### src/logic/core_pkg.sv
package core_pkg;

    // Datapath widths.
    localparam int PC_BIT = 32;
    localparam int DM_ADDR_BIT = 10;
    localparam int DM_WORDS = 256;
    localparam int DM_OP_BIT = 3;
    localparam int WB_SEL_BIT = 2;

    // Memory operation codes. Zero means no access.
    localparam logic [DM_OP_BIT-1:0] dm_none   = 3'd0;
    localparam logic [DM_OP_BIT-1:0] dm_word   = 3'd1;
    localparam logic [DM_OP_BIT-1:0] dm_half   = 3'd2;
    localparam logic [DM_OP_BIT-1:0] dm_half_u = 3'd3;
    localparam logic [DM_OP_BIT-1:0] dm_byte   = 3'd4;
    localparam logic [DM_OP_BIT-1:0] dm_byte_u = 3'd5;

    // Write-back source select.
    localparam logic [WB_SEL_BIT-1:0] wb_alu = 2'd0;
    localparam logic [WB_SEL_BIT-1:0] wb_mem = 2'd1;
    localparam logic [WB_SEL_BIT-1:0] wb_pc4 = 2'd2;

    // One memory word, seen whole or as little-endian byte lanes.
    typedef union packed {
        logic [31:0]     w;
        logic [3:0][7:0] b;
    } mem_word_u;

endpackage

### src/logic/load_format.sv
`timescale 1ns/1ps

module load_format (
    input  core_pkg::mem_word_u             word,
    input  logic [1:0]                      addr_low,
    input  logic [core_pkg::DM_OP_BIT-1:0]  dm_op,
    output logic [31:0]                     data
);

    import core_pkg::*;

    logic [15:0] half_sel;
    logic [7:0]  lane_byte;

    // Halves sit on lanes 0-1 or 2-3.
    assign half_sel  = addr_low[1] ? {word.b[3], word.b[2]} : {word.b[1], word.b[0]};
    assign lane_byte = word.b[addr_low];

    always_comb begin
        case (dm_op)
            dm_half:   data = {{16{half_sel[15]}}, half_sel};
            dm_half_u: data = {16'h0000, half_sel};
            dm_byte:   data = {{24{lane_byte[7]}}, lane_byte};
            dm_byte_u: data = {24'h000000, lane_byte};
            default:   data = word.w;  // word load
        endcase
    end

endmodule

### config.mk
export PLATFORM = sky130hd
export DESIGN_NAME = load_format
export DESIGN_NICKNAME = d
export VERILOG_FILES = /design/src/logic/core_pkg.sv /design/src/logic/load_format.sv
export SDC_FILE = /design/constraint.sdc
export NUM_CORES = 1
export LEC_CHECK = 0
export ABC_CLOCK_PERIOD_IN_PS = 1900
export BUFFER_PORTS_ARGS = -buffer_cell sky130_fd_sc_hd__buf_2
export CORE_MARGIN = 2
export CORE_UTILIZATION = 45
export DETAILED_ROUTE_END_ITERATION = 12
export GPL_ROUTABILITY_DRIVEN = 0
export GPL_TIMING_DRIVEN = 0
export PLACE_DENSITY = 0.84
export SYNTH_ARGS = -nofsm -noshare
export SYNTH_HDL_FRONTEND = slang
export SYNTH_SLANG_ARGS = --single-unit
### constraint.sdc
create_clock -name vclk -period 1.9
set_input_delay 0.38 -clock vclk [all_inputs]
set_output_delay 0.38 -clock vclk [all_outputs]
set_load 0.01 [all_outputs]
* Word-level counts from Yosys, hierarchy flattened
Cells that the tools add are included.
Word-level totals: output and inout bits 32, register bits 0, word-level logic and storage cells 9
Cells by class: order comparisons 1, mux-type cells 4, eq/ne operators 4
Operators with widths (count):
- case mux 32 bit (4 select lines) | 1
- binary-select mux 8 bit (select 2 bit) | 1
- two-way mux 16 bit | 1
- two-way mux 8 bit | 1
- == test 3 x 2 -> 1 bit, second input constant | 2
- == test 3 bit, second input constant | 2
- < comparator 2 x 3 -> 1 bit, second input constant | 1

* Longest topological paths before layout
Gate-level depths: netlist of the first run.
depth after elaboration 3, mapped depth 5, gate-level depth less buffers 3

* Worst setup path before layout of the first run
OpenSTA, ideal clock, no wires.
path kind input-to-output, start input addr_low[1], end output data[16], path slack 177 ps, data required time 1520 ps, arrival time 1343 ps, cell stages on the path 5, cells stage by stage buf_6 mux2_4 a22oi_4 buf_6 o211ai_1
On the way: longest elaborated chain between the ends 3
RTL lines:
- start: declaration | line load_format.sv:5 | input logic [1:0] addr_low,
- binary-select mux 8 bit (select 2 bit) | line load_format.sv:17 | assign lane_byte = word.b[addr_low];
- two-way mux 8 bit (implied by the code) | line load_format.sv:17
- case mux 32 bit (4 select lines) * | line load_format.sv:20 | case (dm_op)
- end: declaration | line load_format.sv:7 | output logic [31:0] data
Every way passes the cells marked *; elsewhere a longest branch is shown, timed or not. The select of a mux whose other input is x is not followed.

* Worst setup path in the final report of the first run
start input dm_op[2] in the netlist's numbering, end output data[7]
On the way: longest elaborated chain between the ends 2
RTL lines:
- start: declaration | line load_format.sv:6 | input logic [core_pkg::DM_OP_BIT-1:0] dm_op,
- == test 3 bit or == test 3 x 2 -> 1 bit (tied branches) | line load_format.sv:20
- case mux 32 bit (4 select lines) * | line load_format.sv:20
Every way passes the cells marked *; elsewhere a longest branch is shown, timed or not.

==> results of run 1 <==
## synth_stat cells, types with 2 or more instances
master | number | share of area (%)
nor2b_1 | 10 | 5.8
a31oi_1 | 8 | 4.6
buf_2 | 7 | 3.2
or3b_1 | 2 | 1.6
nand3_1 | 15 | 6.9
or3b_2 | 6 | 4.8
buf_1 | 3 | 1.0
o221ai_2 | 4 | 5.5
mux4_2 | 6 | 12
mux2_4 | 2 | 2.8
buf_6 | 4 | 4.1
buf_4 | 2 | 1.4
o21ai_0 | 16 | 7.4
o211ai_1 | 23 | 16
nand2_1 | 16 | 5.5
clkbuf_1 | 5 | 1.7
o221ai_1 | 4 | 3.2
o211ai_2 | 2 | 2.3
## report_power, final
| part | leakage [nW] | internal (mW) | switching [mW] |
|---|---|---|---|
| Clock | 0 | 0 | 0 |
| Sequential | 0 | 0 | 0 |
| Combinational | 0.774 | 0.233 | 0.247 |
## path summary, 6_finish.rpt
path	from	endpoint	slack (ns)
max	dm_op[2]	data[7]	-0.02
min	word[3]	data[3]	1.09
## critical path: cells and delay by family
family,cells,cell delay (ns)
buf+inv,5,0.78
simple gates,1,0.13
compound gates,1,0.24
## cells in the final DEF, fill, tap and decap left out
cell type	Yosys	final
nor2b_1	10	10
o211ai_1	23	23
nand2b_1	1	1
or3b_1	2	2
nor3b_1	1	1
nor3b_4	0	1
buf_8	0	4
buf_12	0	2
mux2_4	2	2
o221ai_1	4	1
and2_2	0	1
nand2_2	0	1
o211ai_2	2	2
and3b_2	0	1
o21ai_1	0	8
o21ai_0	16	8
buf_6	4	4
mux4_1	1	1
a31oi_1	8	8
a22oi_4	1	1
nand2_1	16	15
o221ai_2	4	7
buf_2	7	72
mux4_2	6	6
or3b_2	6	4
nor2_2	0	1
nand3_1	15	15
buf_1	3	2
or3b_4	0	2
mux2i_1	1	1
clkbuf_2	0	3
clkbuf_4	0	2
buf_4	2	9
inv_1	1	1
clkbuf_16	0	2
## per-stage QoR
stage / instances / utilization [%] / setup slack (ns) / power (mW) / TNS [ns]
after floorplan: 145 / - / 0.1774 / 0.2488 / 0
after global placement: 240 / 64.65 / -0.1626 / 0.3937 / -1.874
after detailed placement: 240 / 64.65 / -0.1805 / 0.4081 / -2.487
after CTS: 242 / 66.43 / -0.005212 / 0.4186 / -0.005212
after global routing: 252 / 75.19 / -0.1011 / 0.5138 / -0.3013
final: 252 / 75.19 / -0.02161 / 0.4797 / -0.02161
## metal layers
layer  part of all wire (%)  track usage [%]  up-vias
met4                    3.6            12.82        0
met3                     11            3.390       20
li1                       -                -      738
met1                     38            39.04      783
met2                     48            54.58      137
met5                      0                0        -
## cell type report
class              instances  area [um2]  share of cell area (%)
multi-input cells        123       996.0                   58.75
well taps                 28       35.03                   2.066
plain buffers             21       176.4                   10.41
inverters                  1       3.754                  0.2214
repair buffers            79       484.2                   28.56
## cell families after synthesis
| logic type | synth area share, % |
|---|---|
| AND/OR/NAND/NOR | 28.77 |
| AO/OA/AOI/OAI | 40.85 |
| multiplexers | 18.53 |
| buffers and inverters | 11.85 |
## what timing repair did
item | 4_1_cts | 5_1_grt
gates resized for setup | 12 | 36
setup buffers | 2 | 6
pin swaps | 2 | 6
gates cloned | 0 | 4
endpoints found under the setup margin | 29 | 27
==> qor.csv, run 1 <==
metric,value,unit
layout cells sized above 1,56.70,%
critical path peak fanout,8,
largest net degree at the start of global routing,11,
"Distinct cells, synth",28,
WL final,4660,um
Cells after Synth,145,
minimum clock period,1.922,ns
status,"complete, but fails checks",
Reg area,0,um2
sequential cells,0,
Worst Setup Path Type,in2out,
port bufs,67,
Fmax,520.4,MHz
Die Y,53.16,um
Overflow after GRT,0,
yosys warns,0,
drt drc,0,
final worst setup slack,-0.02161,ns
power per cell area,282.9,mW/mm2
measured slew at the worst slew-check pin,0.4175,ns
maximum vdd drop,0.1594,mV
Mapped Area,0.001087,mm2
detailed-router iteration count before antenna repair,5,
Final nets,263,
failing checks,setup timing,
vias,1678,
Core ar.,0.002255,mm2
initial core utilization,48.22,%
Startpoint Class,input port,
slowest CP cell,o211ai_1,
crit-path max cell delay,0.24,ns
RSZ-0062 raised after global routing,true,
Site Rows,17,
antenna diode count,0,
hold_buf cts,0,
initial antenna violation count,0,
detailed placement HPWL,3191,um
Initial DRC Count,60,
fillers,175,
Placed Area,0.001458,mm2
Worst EP arrival,1.54,ns
Final ANT Viol Nets,0,
"Hold Vio Cnt, Final",0,
Pleak,0.7742,nW
wire per inst,18.49,um
Worst Hold Depth,4,
Avg Synthesized Cell Area,7.499,um2
CP dominant cell by count,buf_2,
"Cell Chain, Critical Path",buf_4 > buf_2 > nor2b_1 > buf_2 > inv_1 > o211ai_1 > buf_2,
global-route wire length before repair,6768,um
Max-Cap Viols,0,
Tot GR Track Use,31.40,%
Final Max Slew Viols,0,
post-synthesis sequential area ratio,0,%
io pins,69,
fin crit share,101.1,%
Via density,6.659,
syn_nets,182,
Die W,53.16,um
max_slew headroom,72.17,%
Area growth syn-to-layout,55.93,%
WHS,1.094,ns
Worst Setup End Kind,primary output,
# setup viols final,1,
final non-filler cell area,0.001695,mm2
clock buffers,0,
class of the worst hold path,in2out,
Die ar.,0.002825,mm2
Required @ worst endpoint,1.52,ns
number of global-route vias before repair,1509,
Power figures use the tool's default switching activity.
==> run 2: changes to the inputs <==
CELL_PAD_IN_SITES_DETAIL_PLACEMENT = 2   (was unset)
CELL_PAD_IN_SITES_GLOBAL_PLACEMENT = 2   (was unset)
CORE_UTILIZATION = 23   (was 45)
PLACE_DENSITY = unset   (was 0.84)
PLACE_DENSITY_LB_ADDON = 0.1   (was unset)
==> qor.csv, run 2 (synthesized netlist as in run 1, its figures left out) <==
metric,value,unit,change
status,"complete, but fails checks",,unchanged
failing checks,setup timing,,unchanged
io pins,69,,unchanged
max_slew headroom,73.16,%,was 72.17%
crit-path max cell delay,0.31,ns,was 0.24 ns
Via density,5.741,,was 6.659
Final Max Slew Viols,0,,unchanged
Die Y,72.76,um,was 53.16 um
Worst EP arrival,1.58,ns,was 1.54 ns
antenna diode count,0,,unchanged
placed instance count,266,,was 240
Tot GR Track Use,22.04,%,was 31.40%
sequential cells,0,,unchanged
Core ar.,0.004629,mm2,was 0.002255 mm2
Worst path top cell family by delay,buffers and inverters,,unchanged
Site Rows,25,,was 17
Pleak,0.7954,nW,was 0.7742 nW
Die W,72.76,um,was 53.16 um
"Hold Vio Cnt, Final",0,,unchanged
"Cell Chain, Critical Path",buf_12 > mux2_4 > a22oi_4 > buf_6 > buf_8 > o221ai_4 > buf_2,,was buf_4 > buf_2 > nor2b_1 > buf_2 > inv_1 > o211ai_1 > buf_2
"non-filler cells, final",282,,was 252
detailed placement HPWL,4262,um,was 3191 um
Startpoint Class,input port,,unchanged
final non-filler cell area,0.001784,mm2,was 0.001695 mm2
WL final,5900,um,was 4660 um
hold_buf cts,0,,unchanged
measured slew at the worst slew-check pin,0.4026,ns,was 0.4175 ns
initial antenna violation count,0,,unchanged
# setup viols final,23,,was 1
final design utilization,38.54,%,was 75.19%
Placed Area,0.001490,mm2,was 0.001458 mm2
Required @ worst endpoint,1.52,ns,about the same
largest net degree at the start of global routing,11,,unchanged
Fmax,510.6,MHz,was 520.4 MHz
drt drc,0,,unchanged
sum of negative setup slack,-0.8157,ns,was -0.02161 ns
vias,1619,,"was 1,678"
total power,508.2,uW,was 479.7 uW
Max-Cap Viols,0,,unchanged
"most common cell after layout, fill and taps aside",buf_2,,unchanged
initial core utilization,23.49,%,was 48.22%
Worst Setup End Kind,primary output,,unchanged
layout cells sized above 1,57.46,%,was 56.70%
Die ar.,0.005293,mm2,was 0.002825 mm2
worst slack at placement,-0.3726,ns,was -0.1805 ns
maximum vdd drop,0.08215,mV,was 0.1594 mV
wire per inst,20.92,um,was 18.49 um
power per cell area,284.9,mW/mm2,was 282.9 mW/mm2
Initial DRC Count,60,,unchanged
critical path peak fanout,6,,was 8
Overflow after GRT,0,,unchanged
slowest CP cell,mux2_4,,was o211ai_1
Area growth syn-to-layout,64.10,%,was 55.93%
fin crit share,103.1,%,was 101.1%
Final nets,267,,was 263
final worst setup slack,-0.05833,ns,was -0.02161 ns
port bufs,67,,unchanged
minimum clock period,1.958,ns,was 1.922 ns
Reg area,0,um2,unchanged
number of global-route vias before repair,1733,,"was 1,509"
class of the worst hold path,in2out,,unchanged
clock buffers,0,,unchanged
RSZ-0062 raised after global routing,true,,unchanged
CP Buf/Inv Count,4,,was 5
detailed-router iteration count before antenna repair,4,,was 5
Worst Setup Path Type,in2out,,unchanged
most frequent cells in the layout,"70 x buf_2, 23 x o211ai_1, 15 x nand3_1, 15 x nand2_1, 14 x buf_4",,"was 72 x buf_2, 23 x o211ai_1, 15 x nand3_1, 15 x nand2_1, 10 x nor2b_1"
WHS,1.098,ns,was 1.094 ns
global-route wire length before repair,9177,um,was 6768 um
Final ANT Viol Nets,0,,unchanged
[run 2: path summary, 6_finish.rpt]
check | startpoint | endpoint | slack (ns) | cells after the start
worst max-delay path | addr_low[1] | data[8] | -0.06 | 7
worst min-delay path | word[1] | data[1] | 1.10 | 4
[run 2: worst min-delay path, delay by kind of cell]
family	cells	cell delay (ns)
simple gates	2	0.12
buf+inv	2	0.22
[run 2: cell type report]
class	instances	area, um2
Inverter	1	3.754
Tap cell	54	67.56
Fill cell	561	2845
Buffer	20	175.2
Timing Repair Buffer	84	525.5
Multi-Input combinational cell	123	1012
[run 2: report_power, final]
part	switching, mW	internal [mW]	total, mW
Sequential	0	0	0
Combinational	0.264	0.244	0.508
Clock	0	0	0
[run 2: timing repair]
| item | 4_1_cts | 5_1_grt |
|---|---|---|
| endpoints found under the setup margin | 32 | 32 |
| pin swaps | 4 | 7 |
| gates cloned | 3 | 1 |
| resized for setup | 28 | 22 |
| setup buffers | 12 | 1 |
[run 2: metal layers]
| metal | GRT usage (%) | vias to the layer above | part of all wire, % |
|---|---|---|---|
| li1 | - | 748 | - |
| met1 | 30.74 | 829 | 44 |
| met2 | 40.00 | 42 | 52 |
| met3 | 0.4144 | 0 | 3.5 |
| met4 | 0.8230 | 0 | 0 |
| met5 | 0 | - | 0 |
