**src/logic/core_pkg.sv**
```systemverilog
package core_pkg;

    // Datapath widths.
    localparam int PC_BIT = 32;
    localparam int DM_ADDR_BIT = 10;
    localparam int DM_WORDS = 256;
    localparam int DM_OP_BIT = 3;
    localparam int WB_SEL_BIT = 2;

    // Memory operation codes. Zero means no access.
    localparam logic [DM_OP_BIT-1:0] dm_none   = 3'd0;
    localparam logic [DM_OP_BIT-1:0] dm_word   = 3'd1;
    localparam logic [DM_OP_BIT-1:0] dm_half   = 3'd2;
    localparam logic [DM_OP_BIT-1:0] dm_half_u = 3'd3;
    localparam logic [DM_OP_BIT-1:0] dm_byte   = 3'd4;
    localparam logic [DM_OP_BIT-1:0] dm_byte_u = 3'd5;

    // Write-back source select.
    localparam logic [WB_SEL_BIT-1:0] wb_alu = 2'd0;
    localparam logic [WB_SEL_BIT-1:0] wb_mem = 2'd1;
    localparam logic [WB_SEL_BIT-1:0] wb_pc4 = 2'd2;

    // One memory word, seen whole or as little-endian byte lanes.
    typedef union packed {
        logic [31:0]     w;
        logic [3:0][7:0] b;
    } mem_word_u;

endpackage

```
**src/logic/ex_mem_reg.sv**
```systemverilog
`timescale 1ns/1ps

module ex_mem_reg (
    input  logic                                 clk,
    input  logic                                 rst_n,
    input  logic                                 en,
    input  logic                                 clear,
    input  logic [core_pkg::PC_BIT-1:0]          pc_4_in,
    input  logic [31:0]                          rt_data_in,
    input  logic [4:0]                           reg_w_in,
    input  logic                                 reg_w_en_in,
    input  logic [31:0]                          alu_res_in,
    input  logic [core_pkg::DM_OP_BIT-1:0]       dm_op_in,
    input  logic                                 dm_w_en_in,
    input  logic [core_pkg::WB_SEL_BIT-1:0]      wb_sel_in,
    input  logic                                 syscall_in,
    output logic [core_pkg::PC_BIT-1:0]          pc_4,
    output logic [31:0]                          rt_data,
    output logic [4:0]                           reg_w,
    output logic                                 reg_w_en,
    output logic [31:0]                          alu_res,
    output logic [core_pkg::DM_OP_BIT-1:0]       dm_op,
    output logic                                 dm_w_en,
    output logic [core_pkg::WB_SEL_BIT-1:0]      wb_sel,
    output logic                                 syscall
);

    // All zero fields form a no-op bubble.
    always_ff @(posedge clk or negedge rst_n) begin
        if (!rst_n) begin
            pc_4     <= '0;
            rt_data  <= '0;
            reg_w    <= '0;
            reg_w_en <= 1'b0;
            alu_res  <= '0;
            dm_op    <= '0;
            dm_w_en  <= 1'b0;
            wb_sel   <= '0;
            syscall  <= 1'b0;
        end else if (clear) begin
            pc_4     <= '0;
            rt_data  <= '0;
            reg_w    <= '0;
            reg_w_en <= 1'b0;
            alu_res  <= '0;
            dm_op    <= '0;
            dm_w_en  <= 1'b0;
            wb_sel   <= '0;
            syscall  <= 1'b0;
        end else if (en) begin
            pc_4     <= pc_4_in;
            rt_data  <= rt_data_in;
            reg_w    <= reg_w_in;
            reg_w_en <= reg_w_en_in;
            alu_res  <= alu_res_in;
            dm_op    <= dm_op_in;
            dm_w_en  <= dm_w_en_in;
            wb_sel   <= wb_sel_in;
            syscall  <= syscall_in;
        end
    end

endmodule

```
**config.mk**
```make
export PLATFORM = sky130hd
export DESIGN_NAME = ex_mem_reg
export DESIGN_NICKNAME = d
export VERILOG_FILES = /design/src/logic/core_pkg.sv /design/src/logic/ex_mem_reg.sv
export SDC_FILE = /design/constraint.sdc
export NUM_CORES = 1
export LEC_CHECK = 0
export BUFFER_PORTS_ARGS = -buffer_cell sky130_fd_sc_hd__clkbuf_2
export CORE_ASPECT_RATIO = 0.75
export CORE_MARGIN = 10
export CORE_UTILIZATION = 45
export CTS_CLUSTER_SIZE = 30
export DETAILED_ROUTE_END_ITERATION = 10
export PLACE_DENSITY = 0.88
export SYNTH_ARGS = -nofsm -noshare
export SYNTH_HDL_FRONTEND = slang
export SYNTH_SLANG_ARGS = --single-unit
```
**constraint.sdc**
```tcl
create_clock -name clk -period 0.8 [get_ports clk]
set_input_delay 0.08 -clock clk [delete_from_list [all_inputs] [get_ports clk]]
set_output_delay 0.08 -clock clk [all_outputs]
set_load 0.01 [all_outputs]
```
---- Word-level counts from Yosys, hierarchy flattened ----
Cells that the tools add are included.
W data, S select, Z words.
word-level totals
  flip-flop bits (word level) ............. 109
  output and inout bits ................... 109
  logic and storage cells ................. 28
cells by class
  multiplexer cells ....................... 18
  reduce and logical (&&, ||, !) cells .... 1
operators by type and width
  kind                count
  $mux W32            6
  $mux W5             2
  $mux W1             6
  $mux W3             2
  $mux W2             2
  $reduce_bool A2 Y1  1

---- Longest topological paths before layout ----
Gate-level depths: netlist (run 1).
  word-level depth ........................ 2
  depth in mapped cells ................... 5
  depth with buffers taken out ............ 2

---- Worst setup path after synthesis (run 1) ----
No wires, ideal clock.
  path type ............................... in2reg
  start ................................... in en
  end ..................................... reg pc_4[11] (netlist name)
  arrival time ............................ 0.743 ns
  data required time ...................... 0.679 ns
  setup slack ............................. -0.064 ns
  stages .................................. 5
  path through ............................ buf_4 -> buf_6 -> buf_8 -> mux2i_1 -> nor2_1
between the ends
  word-level cells in the longest chain between the ends .. 1
ends and longest elaborated chain
  what                          line              RTL
  start, declared               ex_mem_reg.sv:6   input logic en,
  $reduce_bool A2 Y1 (no line)  -
  end signal, assigned          ex_mem_reg.sv:51  pc_4 <= pc_4_in;
  end, declared                 ex_mem_reg.sv:17  output logic [core_pkg::PC_BIT-1:0] pc_4,
No other way between the ends.
A chain may end at the register's enable or synchronous reset.

---- Worst setup path after layout (run 1) ----
  start ................................... reg pc_4[22] (netlist name)
  end ..................................... out pc_4[22] (netlist name)
No word-level cell between the ends.

==> reports/qor.yml, run 1 <==
route:
  vias: 4128
  drt_first_pass_iters: 5
  drt_iter0_markers: 239
  drt-total-wl_mm: 16.3
  drc_errors: 0
  wl_per_cell_um: 19.2
  via_per_inst: 4.88
  ant_nets: 0
sta:
  period_needed_ns: 0.988
  hold_viol: 0
  grt_setup_unrepaired: "yes"
  max_freq_mhz: 1010
  maxSlewHeadroom_pct: 83.7
  tightestPinTransition_ns: 0.238
  finalCritPeriodShare_pct: 124
  hold_slack_ns: 0.00714
  report.final.slew_viol_count: 0
  setup_viol: 164
  finClkSkew_ns: 0
  finalWorstSetupSlack_ns: -0.188
place:
  numPortBuffers: 221
  gp_congestion: 0.755
  dpl.hpwl_mm: 9.65
setup_path:
  path_buf_inv: 1
  critPathTopFamily: "flip-flops"
  arrival_ns: 0.91
  cp-end-kind: "output port"
  startpoint_type: "flip-flop"
  cp_slowest_cell: "dfrtp_1"
  cp_cell_sequence: "clkbuf_2"
  r2r_slack_ns: -0.18
  cp_max_fo: 2
  max_stage_delay_ns: 0.42
  critPathKind: "reg2out"
  worstPathRequired_ns: 0.72
yosys:
  synth_cell_types: 8
  synth_top_area_share_pct: 62.3
  netlist_area_um2: 4380
  ys_ff_latch: 109
  synth_top_area_cell: "dfrtp_1"
  synth_area_leaders: "dfrtp_1 62%, mux2i_1 25%, nor2_1 9.3%"
  netlist_instances: 351
  syn_area_per_cell_um2: 12.5
  ys_seq_area_share_pct: 62.3
  yosys_warnings: 0
  synth.net_count: 464
global_routing:
  grt_usage_pct: 20.5
  grt_first_pass_wirelength_mm: 23.4
  antenna_found_initial: 1
  gr-total-overflow: 0
  grt_pass1_vias: 4475
  grt_max_degree: 47
status:
  violations: "setup timing"
  status: "complete, but fails checks"
floorplanning:
  die_area_um2: 14100
  chipWidth_um: 134
  core-area_um2: 9580
  die_h_um: 105
  rows: 31
  initial_core_util_pct: 45.7
  design.portCount: 222
pwr:
  ir_worst_vdd_v: 0.00129
  p_leak_nw: 4.15
  p_total_mw: 13.3
  cellPowerDensity_nw_per_um2: 1800
layout:
  final_util_pct: 77.3
  final_nets: 821
  drive_gt1_share_pct: 45.6
  fill_cells: 591
  area.growth.synth_to_final_pct: 69.1
clocking:
  clkLatencyLatePin_ns: 0.33
  clock-sinks: 109
  cts.path.max_buffers: 2
  cts_tree: "yes"
  htreeDepth: 3
  clk_pin_slew_ns: 0.07
  cts_made_buffers: 9
  cts_root_buffer: "clkbuf_16"
run:
  drv_cap: 0
min_path:
  hp-class: "in2reg"
## registers in the layout (all words and copies together), names as in the netlist, 2 cells and up
register,flops
pc_4,32
alu_res,32
rt_data,32
wb_sel,2
reg_w,5
dm_op,3
## what timing repair did
| action | in CTS | in global routing |
|---|---|---|
| hold endpoints to repair | 177 | 0 |
| setup buffers | 32 | 31 |
| gates resized for setup | 0 | 65 |
| hold buffers | 69 | 0 |
| endpoints found under the setup margin | 109 | 142 |
| pin swaps | 0 | 12 |
## cell usage in the layout, fill, tap and decap left out
cell,Yosys,final
buf_6,1,30
clkinv_2,0,1
mux2i_2,0,8
dfrtp_1,109,109
clkinv_4,0,1
nor2_1,109,109
clkbuf_16,0,9
mux2i_1,109,101
clkinvlp_4,0,2
clkbuf_2,0,195
buf_2,3,3
bufinv_16,0,2
buf_12,0,7
inv_6,0,1
buf_4,10,66
diode_2,0,1
dlygate4sd3_1,0,69
## Yosys cell counts
cell type / n
buf_6: 1
dfrtp_1: 109
clkbuf_1: 9
buf_4: 10
nor2_1: 109
buf_2: 3
mux2i_1: 109
buf_8: 1
## metal layers
metal	up-vias	track usage, %	wire length, µm
li1	1870	-	-
met1	2039	20.8	5650
met2	191	39.3	8970
met3	28	6.74	1290
met4	0	5.58	348
met5	-	0	0
## logic make-up (layout without fill, tap and decap cells)
kind of cell,count (synthesis),count (layout),synth area share [%]
buffers and inverters,24,386,3.43
DFF,109,109,62.3
muxes,109,109,24.9
other,0,1,0
and+or+nand+nor,109,109,9.35
## per-stage QoR
| stage | setup WS (ns) | instances | cell area (µm²) | TNS (ns) |
|---|---|---|---|---|
| 2_1_floorplan | -0.00598 | 351 | 4390 | -0.0598 |
| 3_3_place_gp | -0.0681 | 699 | 5740 | -3.38 |
| 3_5_place_dp | -0.113 | 699 | 5740 | -6.77 |
| 4_1_cts | -0.190 | 816 | 6990 | -16.41 |
| 5_1_grt | -0.220 | 846 | 7400 | -23.60 |
| 6_report | -0.188 | 846 | 7400 | -17.41 |
## cell type report
| cell class | count | area, µm² | share of cell area (%) |
|---|---|---|---|
| clock buffer | 9 | 225 | 3.04 |
| multi-input combinational | 218 | 1530 | 20.7 |
| tap | 132 | 165 | 2.23 |
| clock inverter | 7 | 97.6 | 1.32 |
| timing repair buffer | 370 | 2660 | 35.9 |
| sequential | 109 | 2730 | 36.8 |
| antenna | 1 | 2.50 | 0.0338 |
## worst paths after layout
| path | startpoint | endpoint | cells after the start |
|---|---|---|---|
| max | pc_4[22] | pc_4[22] | 1 |
| min | pc_4_in[24] | pc_4[24] | 3 |
| max reg2reg | pc_4[16] | pc_4[16] | 3 |
| min reg2reg | alu_res[1] | alu_res[1] | 2 |
| max in group asynchronous | rst_n | alu_res[22] | 3 |
| min in group asynchronous | rst_n | rt_data[11] | 2 |
## power breakdown
part	switching (mW)	internal, mW
logic	1.14	1.34
clock network	2.03	2.76
registers	0.208	5.82
## worst register-to-register path: stages, from the launching register on
cell and delay (ns):
dfrtp_1 0.40, buf_4 0.14, mux2i_1 0.21, nor2_1 0.11
Power figures use the tool's default switching activity.
==> inputs of run 2 (changes only) <==
--- a/config.mk
+++ b/config.mk
@@ -7,7 +7,7 @@
 export LEC_CHECK = 0
 export BUFFER_PORTS_ARGS = -buffer_cell sky130_fd_sc_hd__clkbuf_2
 export CORE_ASPECT_RATIO = 0.75
-export CORE_MARGIN = 10
+export CORE_MARGIN = 2
 export CORE_UTILIZATION = 45
 export CTS_CLUSTER_SIZE = 30
 export DETAILED_ROUTE_END_ITERATION = 10
==> run 2 against run 1 <==
Net effect: the flow still finishes with violations (setup timing); cell count decreased by 1.1%; routed wire length down 10%; worst setup slack improved by 0.016 ns; total power decreased by 0.96%; sequential cell count unchanged; sequential power about the same; clock skew unchanged; cell area down 1.7%; register-to-register slack gained 0.04 ns; critical path type unchanged.
==> reports/qor.yml, run 2 (synthesis gave the netlist of run 1 again) <==
route:
  drt_iter0_markers: 258
  drc_errors: 0
  drt-total-wl_mm: 14.6
  via_per_inst: 4.91
  ant_nets: 0
  vias: 4110
  drt_first_pass_iters: 4
  wl_per_cell_um: 17.4
min_path:
  hp-class: "in2reg"
setup_path:
  critPathTopFamily: "flip-flops"
  path_buf_inv: 1
  worstPathRequired_ns: 0.72
  cp_slowest_cell: "dfrtp_1"
  cp_max_fo: 2
  max_stage_delay_ns: 0.41
  startpoint_type: "flip-flop"
  cp_cell_sequence: "buf_6"
  arrival_ns: 0.89
  cp-end-kind: "output port"
  critPathKind: "reg2out"
global_routing:
  grt_pass1_vias: 4015
  antenna_found_initial: 0
  grt_max_degree: 47
  grt_usage_pct: 24.8
  gr-total-overflow: 0
  grt_first_pass_wirelength_mm: 20.4
floorplanning:
  design.portCount: 222
  core-area_um2: 9540
  rows: 31
  die_area_um2: 10500
  die_h_um: 89.4
  initial_core_util_pct: 45.9
  chipWidth_um: 118
clocking:
  clkLatencyLatePin_ns: 0.34
  cts_tree: "yes"
  cts_root_buffer: "clkbuf_16"
  htreeDepth: 3
  cts.path.max_buffers: 2
  clock-sinks: 109
  cts_made_buffers: 9
  clk_pin_slew_ns: 0.07
layout:
  reg_top3: "alu_res: 32 flops, pc_4: 32 flops, rt_data: 32 flops"
  final_nets: 814
  area.growth.synth_to_final_pct: 66.3
  mostFrequentLayoutCells: "202 x clkbuf_2, 109 x dfrtp_1, 108 x nor2_1, 105 x mux2i_1, 68 x dlygate4sd3_1"
  num_antenna_cells: 0
  layout_commonest_cell: "clkbuf_2"
  drive_gt1_share_pct: 44.7
  fin_cells: 837
sta:
  tightestPinTransition_ns: 0.250
  setup_viol: 158
  finClkSkew_ns: 0
  maxSlewHeadroom_pct: 83.3
  max_freq_mhz: 1030
  grt_setup_unrepaired: "yes"
  period_needed_ns: 0.972
  hold_viol: 0
  finalCritPeriodShare_pct: 121
  finalWorstSetupSlack_ns: -0.172
  report.final.slew_viol_count: 0
pwr:
  combPwrFrac_pct: 18.3
  swShare_pct: 25.3
  cellPowerDensity_nw_per_um2: 1810
  clkPwrFrac_pct: 36.0
  p_sw_mw: 3.33
  p_leak_nw: 4.11
  p_total_mw: 13.2
  internal-power_mw: 9.83
  pwr-share-seq_pct: 45.8
  ir_worst_vdd_v: 0.00158
place:
  dpl.hpwl_mm: 7.95
  gp_congestion: 0.751
  dpl.cell_count: 696
  numPortBuffers: 221
run:
  drv_cap: 0
status:
  violations: "setup timing"
  status: "complete, but fails checks"
run 2: tightest hold or removal path: cells and delay by family:
kind,cells,cell delay [ns]
and+or+nand+nor,1,0.09
buffers and inverters,1,0.08
muxes,1,0.06
run 2: final timing paths:
kind | depth (start not counted) | from | slack [ns] | to
min | 3 | alu_res_in[14] | 0.002 | alu_res[14]
max | 1 | reg_w[3] | -0.17 | reg_w[3]
min reg2reg | 2 | rt_data[6] | 0.53 | rt_data[6]
max reg2reg | 4 | reg_w[2] | -0.14 | reg_w[2]
min in group asynchronous | 2 | rst_n | 0.13 | alu_res[24]
max in group asynchronous | 3 | rst_n | 0.18 | pc_4[18]
run 2: timing repair:
action / CTS / global route
setup endpoints to repair: 109 / 141
hold buffers: 67 / 1
setup buffers: 30 / 29
hold endpoints to repair: 175 / 1
pin swaps: 0 / 12
resized for setup: 0 / 50
run 2: per-stage QoR:
stage | utilization [%] | worst slack [ns] | instance area, µm² | setup TNS, ns | hold slack (ns)
finish | 76.3 | -0.172 | 7280 | -17.56 | 0.00247
global route | 76.3 | -0.210 | 7280 | -23.13 | 0.00877
CTS | 72.5 | -0.168 | 6920 | -15.87 | 0.0000234
detailed placement | 59.8 | -0.122 | 5710 | -6.42 | -0.0566
global placement | 59.8 | -0.0594 | 5710 | -3.04 | -0.0568
floorplan | - | -0.00598 | 4390 | -0.0598 | -0.216
run 2: power groups by stage:
stage               clock (mW)  combinational [mW]  sequential, mW
floorplan                    0               0.691            6.23
detailed placement           0                1.74            6.09
global route              5.02                2.58            6.05
CTS                       4.77                2.13            5.99
global placement             0                1.68            6.08
finish                    4.73                2.40            6.03
run 2: layout make-up:
cell class | count | area [µm²]
Clock buffer | 9 | 225
Clock inverter | 6 | 88.8
Timing Repair Buffer | 363 | 2540
Multi-Input combinational cell | 218 | 1540
Sequential cell | 109 | 2730
Tap cell | 132 | 165
Fill cell | 569 | 2260
run 2: routing by layer:
| layer | vias to the layer above | GRT usage [%] | part of all wire, % |
|---|---|---|---|
| li1 | 1858 | - | - |
| met2 | 209 | 45.1 | 52 |
| met4 | 0 | 9.64 | 2.9 |
| met3 | 46 | 6.38 | 6.6 |
| met1 | 1997 | 28.9 | 38 |
| met5 | - | 0 | 0 |
